==> src/hdl/vrt_pkg.sv <==
// ******************************
// Shared widths, queue depth, APB register map and runtime FSM states
// QueueDepth must be a power of two so the queue pointers wrap freely
// ******************************

package vrt_pkg;

  // Instruction word is {tag, length}, tag only travels along for tracing
  localparam int unsigned InstrLenWidth = 4;
  localparam int unsigned InstrIdWidth  = 4;
  localparam int unsigned InstrWidth    = InstrIdWidth + InstrLenWidth;

  // Queue depth doubles as the number of credits the dispatcher starts with
  localparam int unsigned QueueDepth    = 4;
  localparam int unsigned QueuePtrWidth = $clog2(QueueDepth);
  // Wide enough to hold the value QueueDepth itself
  localparam int unsigned CreditWidth   = 3;

  localparam int unsigned RuntimeWidth  = 64;

  localparam int unsigned ApbAddrWidth  = 12;
  localparam int unsigned ApbDataWidth  = 32;

  // Register offsets inside the APB window
  localparam logic [ApbAddrWidth-1:0] RegCtrl      = 12'h000;
  localparam logic [ApbAddrWidth-1:0] RegStatus    = 12'h004;
  localparam logic [ApbAddrWidth-1:0] RegRuntimeLo = 12'h008;
  localparam logic [ApbAddrWidth-1:0] RegRuntimeHi = 12'h00C;

  // Bit positions inside RegStatus
  localparam int unsigned StatusCountingBit = 0;
  localparam int unsigned StatusPendingBit  = 1;
  localparam int unsigned StatusIdleBit     = 2;

  // RtOff is stopped and clean, RtRun is counting, RtDrain has stopped
  // counting but may still owe a buffer update
  typedef enum logic [1:0] {
    RtOff   = 2'd0,
    RtRun   = 2'd1,
    RtDrain = 2'd2
  } rt_state_e;

endpackage : vrt_pkg

==> src/hdl/vrt_instr_queue.sv <==
// ******************************
// Credited instruction FIFO, a push while full is a protocol error
// and is not blocked here
// ******************************

`timescale 1ns/1ps

module vrt_instr_queue (
  input  logic                             clk_i,
  input  logic                             rst_ni,
  input  logic                             push_i,
  input  logic [vrt_pkg::InstrWidth-1:0]   data_i,
  input  logic                             pop_i,
  output logic                             valid_o,
  output logic [vrt_pkg::InstrWidth-1:0]   data_o,
  output logic                             empty_o,
  output logic                             credit_o
);

  logic [vrt_pkg::InstrWidth-1:0]    mem_q [vrt_pkg::QueueDepth];
  logic [vrt_pkg::QueuePtrWidth-1:0] wr_ptr_q, rd_ptr_q;
  logic [vrt_pkg::CreditWidth-1:0]   count_q;
  logic                              credit_q;

  // Storage carries payload only, no reset needed
  always_ff @(posedge clk_i) begin
    if (push_i) begin
      mem_q[wr_ptr_q] <= data_i;
    end
  end

  always_ff @(posedge clk_i or negedge rst_ni) begin
    if (!rst_ni) begin
      wr_ptr_q <= '0;
      rd_ptr_q <= '0;
      count_q  <= '0;
      credit_q <= 1'b0;
    end else begin
      // Pointers wrap on their own since the depth is a power of two
      if (push_i) wr_ptr_q <= wr_ptr_q + 1'b1;
      if (pop_i)  rd_ptr_q <= rd_ptr_q + 1'b1;
      // Occupancy only moves when exactly one side is active
      if (push_i && !pop_i) begin
        count_q <= count_q + 1'b1;
      end else if (pop_i && !push_i) begin
        count_q <= count_q - 1'b1;
      end
      // Every freed slot is handed back to the dispatcher one cycle later
      credit_q <= pop_i;
    end
  end

  assign empty_o  = (count_q == '0);
  assign valid_o  = !empty_o;
  assign data_o   = mem_q[rd_ptr_q];
  assign credit_o = credit_q;

endmodule : vrt_instr_queue

==> src/hdl/vrt_vector_unit.sv <==
// ******************************
// Busy model of a vector unit, one instruction in flight at a time
// A length field of zero executes for one cycle
// ******************************

`timescale 1ns/1ps

module vrt_vector_unit (
  input  logic                           clk_i,
  input  logic                           rst_ni,
  input  logic                           valid_i,
  input  logic [vrt_pkg::InstrWidth-1:0] instr_i,
  output logic                           pop_o,
  output logic                           idle_o
);

  // Cycles left of the instruction being executed
  logic [vrt_pkg::InstrLenWidth-1:0] remain_q;
  logic [vrt_pkg::InstrLenWidth-1:0] len_raw;
  logic [vrt_pkg::InstrLenWidth-1:0] len_eff;
  logic                              busy;

  // Length sits in the low bits, the tag above it is not needed here
  assign len_raw = instr_i[vrt_pkg::InstrLenWidth-1:0];

  // Zero length still occupies the unit for a single cycle
  assign len_eff = (len_raw == '0) ? 1'b1 : len_raw;

  assign busy   = (remain_q != '0);
  assign idle_o = !busy;

  // Take the next entry in the very cycle the unit goes quiet
  assign pop_o = idle_o && valid_i;

  always_ff @(posedge clk_i or negedge rst_ni) begin
    if (!rst_ni) begin
      remain_q <= '0;
    end else if (pop_o) begin
      // Busy from this edge for exactly len_eff cycles
      remain_q <= len_eff;
    end else if (busy) begin
      remain_q <= remain_q - 1'b1;
    end
  end

endmodule : vrt_vector_unit

==> src/hdl/vrt_runtime_fsm.sv <==
// ******************************
// Runtime control, one-cycle registered reaction to its inputs
// The enable masks only the start, counting ends once drained
// ******************************

`timescale 1ns/1ps

module vrt_runtime_fsm (
  input  logic clk_i,
  input  logic rst_ni,
  input  logic sw_en_i,
  input  logic accept_i,
  input  logic drained_i,
  output logic cnt_en_o,
  output logic capture_o,
  output logic counting_o,
  output logic pending_o
);

  vrt_pkg::rt_state_e state_q, state_d;
  logic               pending_q, pending_d;

  // Refresh the buffer when everything has drained and nothing new arrives
  assign capture_o = pending_q && drained_i && !accept_i;

  always_comb begin
    state_d = state_q;
    unique case (state_q)
      vrt_pkg::RtOff: begin
        // First instruction seen with software permission starts the count
        if (accept_i && sw_en_i) state_d = vrt_pkg::RtRun;
      end
      vrt_pkg::RtRun: begin
        // Stop only once software has let go and the unit has emptied
        if (!sw_en_i && drained_i) state_d = vrt_pkg::RtDrain;
      end
      vrt_pkg::RtDrain: begin
        if (accept_i && sw_en_i) begin
          state_d = vrt_pkg::RtRun;
        end else if (capture_o || !pending_q) begin
          // The update may already have happened on the way in
          state_d = vrt_pkg::RtOff;
        end
      end
      default: state_d = vrt_pkg::RtOff;
    endcase
  end

  // Any accept owes an update, a capture settles it
  always_comb begin
    pending_d = pending_q;
    if (accept_i) begin
      pending_d = 1'b1;
    end else if (capture_o) begin
      pending_d = 1'b0;
    end
  end

  always_ff @(posedge clk_i or negedge rst_ni) begin
    if (!rst_ni) begin
      state_q   <= vrt_pkg::RtOff;
      pending_q <= 1'b0;
    end else begin
      state_q   <= state_d;
      pending_q <= pending_d;
    end
  end

  assign counting_o = (state_q == vrt_pkg::RtRun);
  // Instructions sent without the enable do not add to the runtime
  assign cnt_en_o   = counting_o;
  assign pending_o  = pending_q;

endmodule : vrt_runtime_fsm

==> src/hdl/vrt_runtime_counter.sv <==
// ******************************
// Cumulative runtime count and its capture buffer
// The count is never cleared after reset, software takes deltas
// ******************************

`timescale 1ns/1ps

module vrt_runtime_counter (
  input  logic                             clk_i,
  input  logic                             rst_ni,
  input  logic                             en_i,
  input  logic                             capture_i,
  output logic [vrt_pkg::RuntimeWidth-1:0] runtime_o
);

  logic [vrt_pkg::RuntimeWidth-1:0] cnt_q;
  logic [vrt_pkg::RuntimeWidth-1:0] buf_q;

  always_ff @(posedge clk_i or negedge rst_ni) begin
    if (!rst_ni) begin
      cnt_q <= '0;
      buf_q <= '0;
    end else begin
      // 64 bits will not wrap in any realistic run
      if (en_i) begin
        cnt_q <= cnt_q + 1'b1;
      end
      // Buffer takes the count as it stands before this edge's increment
      if (capture_i) begin
        buf_q <= cnt_q;
      end
    end
  end

  // Software only ever sees the captured value
  assign runtime_o = buf_q;

endmodule : vrt_runtime_counter

==> src/hdl/vrt_apb_regs.sv <==
// ******************************
// APB register block, zero wait states
// Unmapped offsets and writes to read-only registers raise PSLVERR
// ******************************

`timescale 1ns/1ps

module vrt_apb_regs (
  input  logic                             clk_i,
  input  logic                             rst_ni,
  input  logic                             psel_i,
  input  logic                             penable_i,
  input  logic                             pwrite_i,
  input  logic [vrt_pkg::ApbAddrWidth-1:0] paddr_i,
  input  logic [vrt_pkg::ApbDataWidth-1:0] pwdata_i,
  output logic [vrt_pkg::ApbDataWidth-1:0] prdata_o,
  output logic                             pready_o,
  output logic                             pslverr_o,
  input  logic                             counting_i,
  input  logic                             pending_i,
  input  logic                             idle_i,
  input  logic [vrt_pkg::RuntimeWidth-1:0] runtime_i,
  output logic                             sw_en_o
);

  logic access;
  logic hit_ctrl;
  logic hit_ro;
  logic sw_en_q;

  // Access phase of a transfer
  assign access = psel_i && penable_i;

  assign hit_ctrl = (paddr_i == vrt_pkg::RegCtrl);
  // Status and both runtime words can only be read
  assign hit_ro   = (paddr_i == vrt_pkg::RegStatus)    ||
                    (paddr_i == vrt_pkg::RegRuntimeLo) ||
                    (paddr_i == vrt_pkg::RegRuntimeHi);

  assign pready_o  = 1'b1;
  assign pslverr_o = access && (!(hit_ctrl || hit_ro) || (pwrite_i && hit_ro));

  always_ff @(posedge clk_i or negedge rst_ni) begin
    if (!rst_ni) begin
      sw_en_q <= 1'b0;
    end else if (access && pwrite_i && hit_ctrl) begin
      sw_en_q <= pwdata_i[0];
    end
  end

  assign sw_en_o = sw_en_q;

  // Read data is combinational so it is ready in the access phase
  always_comb begin
    prdata_o = '0;
    if (psel_i && !pwrite_i) begin
      unique case (paddr_i)
        vrt_pkg::RegCtrl: prdata_o[0] = sw_en_q;
        vrt_pkg::RegStatus: begin
          prdata_o[vrt_pkg::StatusCountingBit] = counting_i;
          prdata_o[vrt_pkg::StatusPendingBit]  = pending_i;
          prdata_o[vrt_pkg::StatusIdleBit]     = idle_i;
        end
        vrt_pkg::RegRuntimeLo: prdata_o = runtime_i[vrt_pkg::ApbDataWidth-1:0];
        vrt_pkg::RegRuntimeHi: begin
          prdata_o = runtime_i[vrt_pkg::RuntimeWidth-1:vrt_pkg::ApbDataWidth];
        end
        default: prdata_o = '0;
      endcase
    end
  end

endmodule : vrt_apb_regs

==> src/hdl/vrt_top.sv <==
// ******************************
// Vector runtime measurement subsystem
// Dispatcher must respect credits, there is no other back-pressure
// ******************************

`timescale 1ns/1ps

module vrt_top (
  input  logic                             clk_i,
  input  logic                             rst_ni,
  input  logic                             instr_valid_i,
  input  logic [vrt_pkg::InstrWidth-1:0]   instr_i,
  output logic                             credit_o,
  input  logic                             psel_i,
  input  logic                             penable_i,
  input  logic                             pwrite_i,
  input  logic [vrt_pkg::ApbAddrWidth-1:0] paddr_i,
  input  logic [vrt_pkg::ApbDataWidth-1:0] pwdata_i,
  output logic [vrt_pkg::ApbDataWidth-1:0] prdata_o,
  output logic                             pready_o,
  output logic                             pslverr_o,
  output logic                             idle_o,
  output logic [vrt_pkg::RuntimeWidth-1:0] runtime_o
);

  logic                           queue_valid;
  logic [vrt_pkg::InstrWidth-1:0] queue_data;
  logic                           queue_empty;
  logic                           pop;
  logic                           unit_idle;
  logic                           drained;
  logic                           sw_en;
  logic                           cnt_en;
  logic                           capture;
  logic                           counting;
  logic                           pending;

  // Nothing in flight and nothing waiting
  assign drained = unit_idle && queue_empty;
  assign idle_o  = unit_idle;

  vrt_instr_queue i_queue (
    .clk_i   (clk_i),
    .rst_ni  (rst_ni),
    .push_i  (instr_valid_i),
    .data_i  (instr_i),
    .pop_i   (pop),
    .valid_o (queue_valid),
    .data_o  (queue_data),
    .empty_o (queue_empty),
    .credit_o(credit_o)
  );

  vrt_vector_unit i_unit (
    .clk_i  (clk_i),
    .rst_ni (rst_ni),
    .valid_i(queue_valid),
    .instr_i(queue_data),
    .pop_o  (pop),
    .idle_o (unit_idle)
  );

  // A queue push is the accept of an instruction
  vrt_runtime_fsm i_fsm (
    .clk_i     (clk_i),
    .rst_ni    (rst_ni),
    .sw_en_i   (sw_en),
    .accept_i  (instr_valid_i),
    .drained_i (drained),
    .cnt_en_o  (cnt_en),
    .capture_o (capture),
    .counting_o(counting),
    .pending_o (pending)
  );

  vrt_runtime_counter i_counter (
    .clk_i    (clk_i),
    .rst_ni   (rst_ni),
    .en_i     (cnt_en),
    .capture_i(capture),
    .runtime_o(runtime_o)
  );

  vrt_apb_regs i_regs (
    .clk_i     (clk_i),
    .rst_ni    (rst_ni),
    .psel_i    (psel_i),
    .penable_i (penable_i),
    .pwrite_i  (pwrite_i),
    .paddr_i   (paddr_i),
    .pwdata_i  (pwdata_i),
    .prdata_o  (prdata_o),
    .pready_o  (pready_o),
    .pslverr_o (pslverr_o),
    .counting_i(counting),
    .pending_i (pending),
    .idle_i    (unit_idle),
    .runtime_i (runtime_o),
    .sw_en_o   (sw_en)
  );

endmodule : vrt_top

==> config.mk <==
export PLATFORM = sky130hd
export DESIGN_NAME = vrt_top
export DESIGN_NICKNAME = d
export VERILOG_FILES = /design/src/hdl/vrt_pkg.sv /design/src/hdl/vrt_instr_queue.sv /design/src/hdl/vrt_vector_unit.sv /design/src/hdl/vrt_runtime_fsm.sv /design/src/hdl/vrt_runtime_counter.sv /design/src/hdl/vrt_apb_regs.sv /design/src/hdl/vrt_top.sv
export SDC_FILE = /design/constraint.sdc
export NUM_CORES = 1
export LEC_CHECK = 0
export ABC_AREA = 1
export BUFFER_PORTS_ARGS = -buffer_cell sky130_fd_sc_hd__buf_2
export CAP_MARGIN = 20
export CORE_MARGIN = 2
export CORE_UTILIZATION = 57
export DETAILED_ROUTE_END_ITERATION = 6
export PLACE_DENSITY = 0.8
export SYNTH_ARGS = -nofsm -noshare
export SYNTH_HDL_FRONTEND = slang
export SYNTH_HIERARCHICAL = 1
export SYNTH_SLANG_ARGS = --single-unit
export TNS_END_PERCENT = 10
==> constraint.sdc <==
create_clock -name clk_i -period 2.4 [get_ports clk_i]
set_clock_uncertainty 0.05 [all_clocks]
set_input_delay 0.12 -clock clk_i [delete_from_list [all_inputs] [get_ports clk_i]]
set_output_delay 0.12 -clock clk_i [all_outputs]
set_load 0.05 [all_outputs]
==> out/qor.txt <==
Outcome -> finished with violations
Failing checks -> design-rule violations
RSZ-0062 raised after global routing -> false
Fin crit period -> 2200 ps
Number of max-cap violations -> 0
Root buffer cell -> clkbuf_16
Clock slew seen by the registers of the worst setup and hold paths -> 60 ps
Syn Area/Cell -> 8.44 um2
Place WS -> 205 ps
ANT cells -> 0
WS Path Type -> flop to flop
Wire per inst -> 16.8 um
Hold depth -> 3
Largest stage delay, worst path -> 390 ps
Commonest cells after routing, fill and taps aside -> nand2_1, dfrtp_1, buf_2, inv_1, nor2_1
IO Pins -> 158
Least-Margin Pin Slew -> 570 ps
Share of layout cells above drive strength 1 -> 22.1%
Post-CTS setup buffers -> 0
Slew Viols, Final -> 0
Vias in the first global route -> 6,741
Worst Setup Start Kind -> flop
Tot GR Track Use -> 29.5%
Chip width -> 126 um
Via count -> 7,089
R2r worst-path depth -> 11
Post-Syn Nets -> 1,064
Slew HR -> 62.0%
Initial Util -> 58.2%
Drt first pass iters -> 7
Die height -> 126 um
Clk buf depth -> 2
Die area -> 15,800 um2
Final core utilization -> 68.4%
Post-Syn Instances -> 998
CTS tree -> built
GR Overflow Total -> 0
Core ar. -> 14,500 um2
Final Hold Vio Count -> 0
Synthesis-to-layout area growth -> 17.6%
Worst Path Required -> 2650 ps
Htree depth -> 4
Yosys warning count -> 6
CTS sink count -> 160
Setup violators final -> 0
Worst setup EP type -> flop
Gpl congestion -> 0.977
Post-Syn Area -> 8420 um2
Period utilization -> 91.8%
I/O Buffers -> 121
Fin worst setup slack -> 198 ps
Commonest non-fill, non-tap cell in the layout -> nand2_1
Std cell rows -> 44
Largest net degree at the start of global routing -> 61
ANT nets after route -> 0
Pwr per Cell Area -> 828 nW/um2
Fmax achieved -> 0.454 GHz
DR iter-0 viols -> 623
Worst EP arrival -> 2460 ps
Worst Hold Class -> input port to flop
Worst IR Drop VDD -> 0.000868 V
Worst-Skew Late Latency -> 430 ps
First-pass GRT wire length -> 35.9 mm
Routed vias/inst -> 5.37
CP max-delay cell -> mux2_2
Antenna violations before repair -> 0
LEAKAGE -> 4.89 nW
Nets -> 1,190
Max FO, Critical Path -> 40
Post-DP HPWL -> 16.6 mm
CP Cell Sequence -> inv_1 -> ha_2 -> nand2_2 -> clkinvlp_4 -> nand2_1 -> inv_1 -> inv_1 -> nor3_2 -> buf_4 -> buf_12 -> mux2_2
Critical path's most frequent cell -> inv_1
CTS buffer count -> 17
Sum Neg Setup Slack -> 0 ps
Drt drc -> 2
Final WL -> 22.2 mm
power by group:
| part | internal, W | switching (W) |
|---|---|---|
| logic | 0.000520 | 0.00148 |
| registers | 0.00311 | 0.000323 |
| clock network | 0.00166 | 0.00111 |
| total | 0.00529 | 0.00291 |
routing by layer:
layer	global-route usage, %	vias up	part of all wire [%]
li1	-	3413	-
met1	42.6	3379	46
met2	45.5	266	46
met3	6.25	31	6.7
met4	8.30	0	1.6
met5	0	-	0
worst paths after layout:
path | start | to | slack (ps)
min in group asynchronous | rst_ni | i_unit/remain_q[2]$_DFFE_PN0P_ | 160
hold / removal | instr_valid_i | i_queue/wr_ptr_q[1]$_DFFE_PN0P_ | 20
setup reg to reg | i_unit/remain_q[0]$_DFFE_PN0P_ | i_counter/runtime_o[7]$_DFFE_PN0P_ | 200
hold reg to reg | i_counter/cnt_q[63]$_DFFE_PN0P_ | i_counter/cnt_q[63]$_DFFE_PN0P_ | 440
setup / recovery | i_unit/remain_q[0]$_DFFE_PN0P_ | i_counter/runtime_o[7]$_DFFE_PN0P_ | 200
max in group asynchronous | rst_ni | i_counter/runtime_o[18]$_DFFE_PN0P_ | 1310
per-stage QoR:
stage	instances	power (W)	hold WS (ps)	instance area, um2
2_1_floorplan	998	0.00499	-226	8430
3_3_place_gp	1281	0.00538	52.0	9200
3_5_place_dp	1281	0.00545	56.8	9200
4_1_cts	1320	0.00824	4.78	9870
5_1_grt	1321	0.00859	32.4	9900
6_report	1321	0.00820	17.6	9900
timing repair:
| action | 4_1_cts | 5_1_grt |
|---|---|---|
| endpoints found under the hold margin | 70 | 0 |
| setup endpoints to repair | 0 | 13 |
| hold buffers | 7 | 0 |
| resized for setup | 0 | 1 |
worst max-delay path, delay by kind of cell (launching register included):
| family | cells | cell delay [ps] |
|---|---|---|
| flops | 1 | 380 |
| simple gates | 3 | 280 |
| buf+inv | 6 | 740 |
| fa+ha+maj | 1 | 230 |
| mux | 1 | 390 |
registers in the layout (all words and copies together), names as in the netlist, 2 cells and up:
name	flops
i_queue/count_q	3
i_counter/cnt_q	64
i_queue/mem_q	16
i_unit/remain_q	4
i_queue/wr_ptr_q	2
i_counter/runtime_o	64
i_queue/rd_ptr_q	2
i_fsm/state_q	2
layout make-up:
class                   count  area (um2)
well taps                 184         230
multi-input cells         684        3680
clock inverters            14         163
fillers                  1208        4580
inverters                 123         465
repair buffers            138         840
flip-flops and latches    160        4080
clock buffers              18         439
Note: power is estimated with default switching activity, not from simulation.
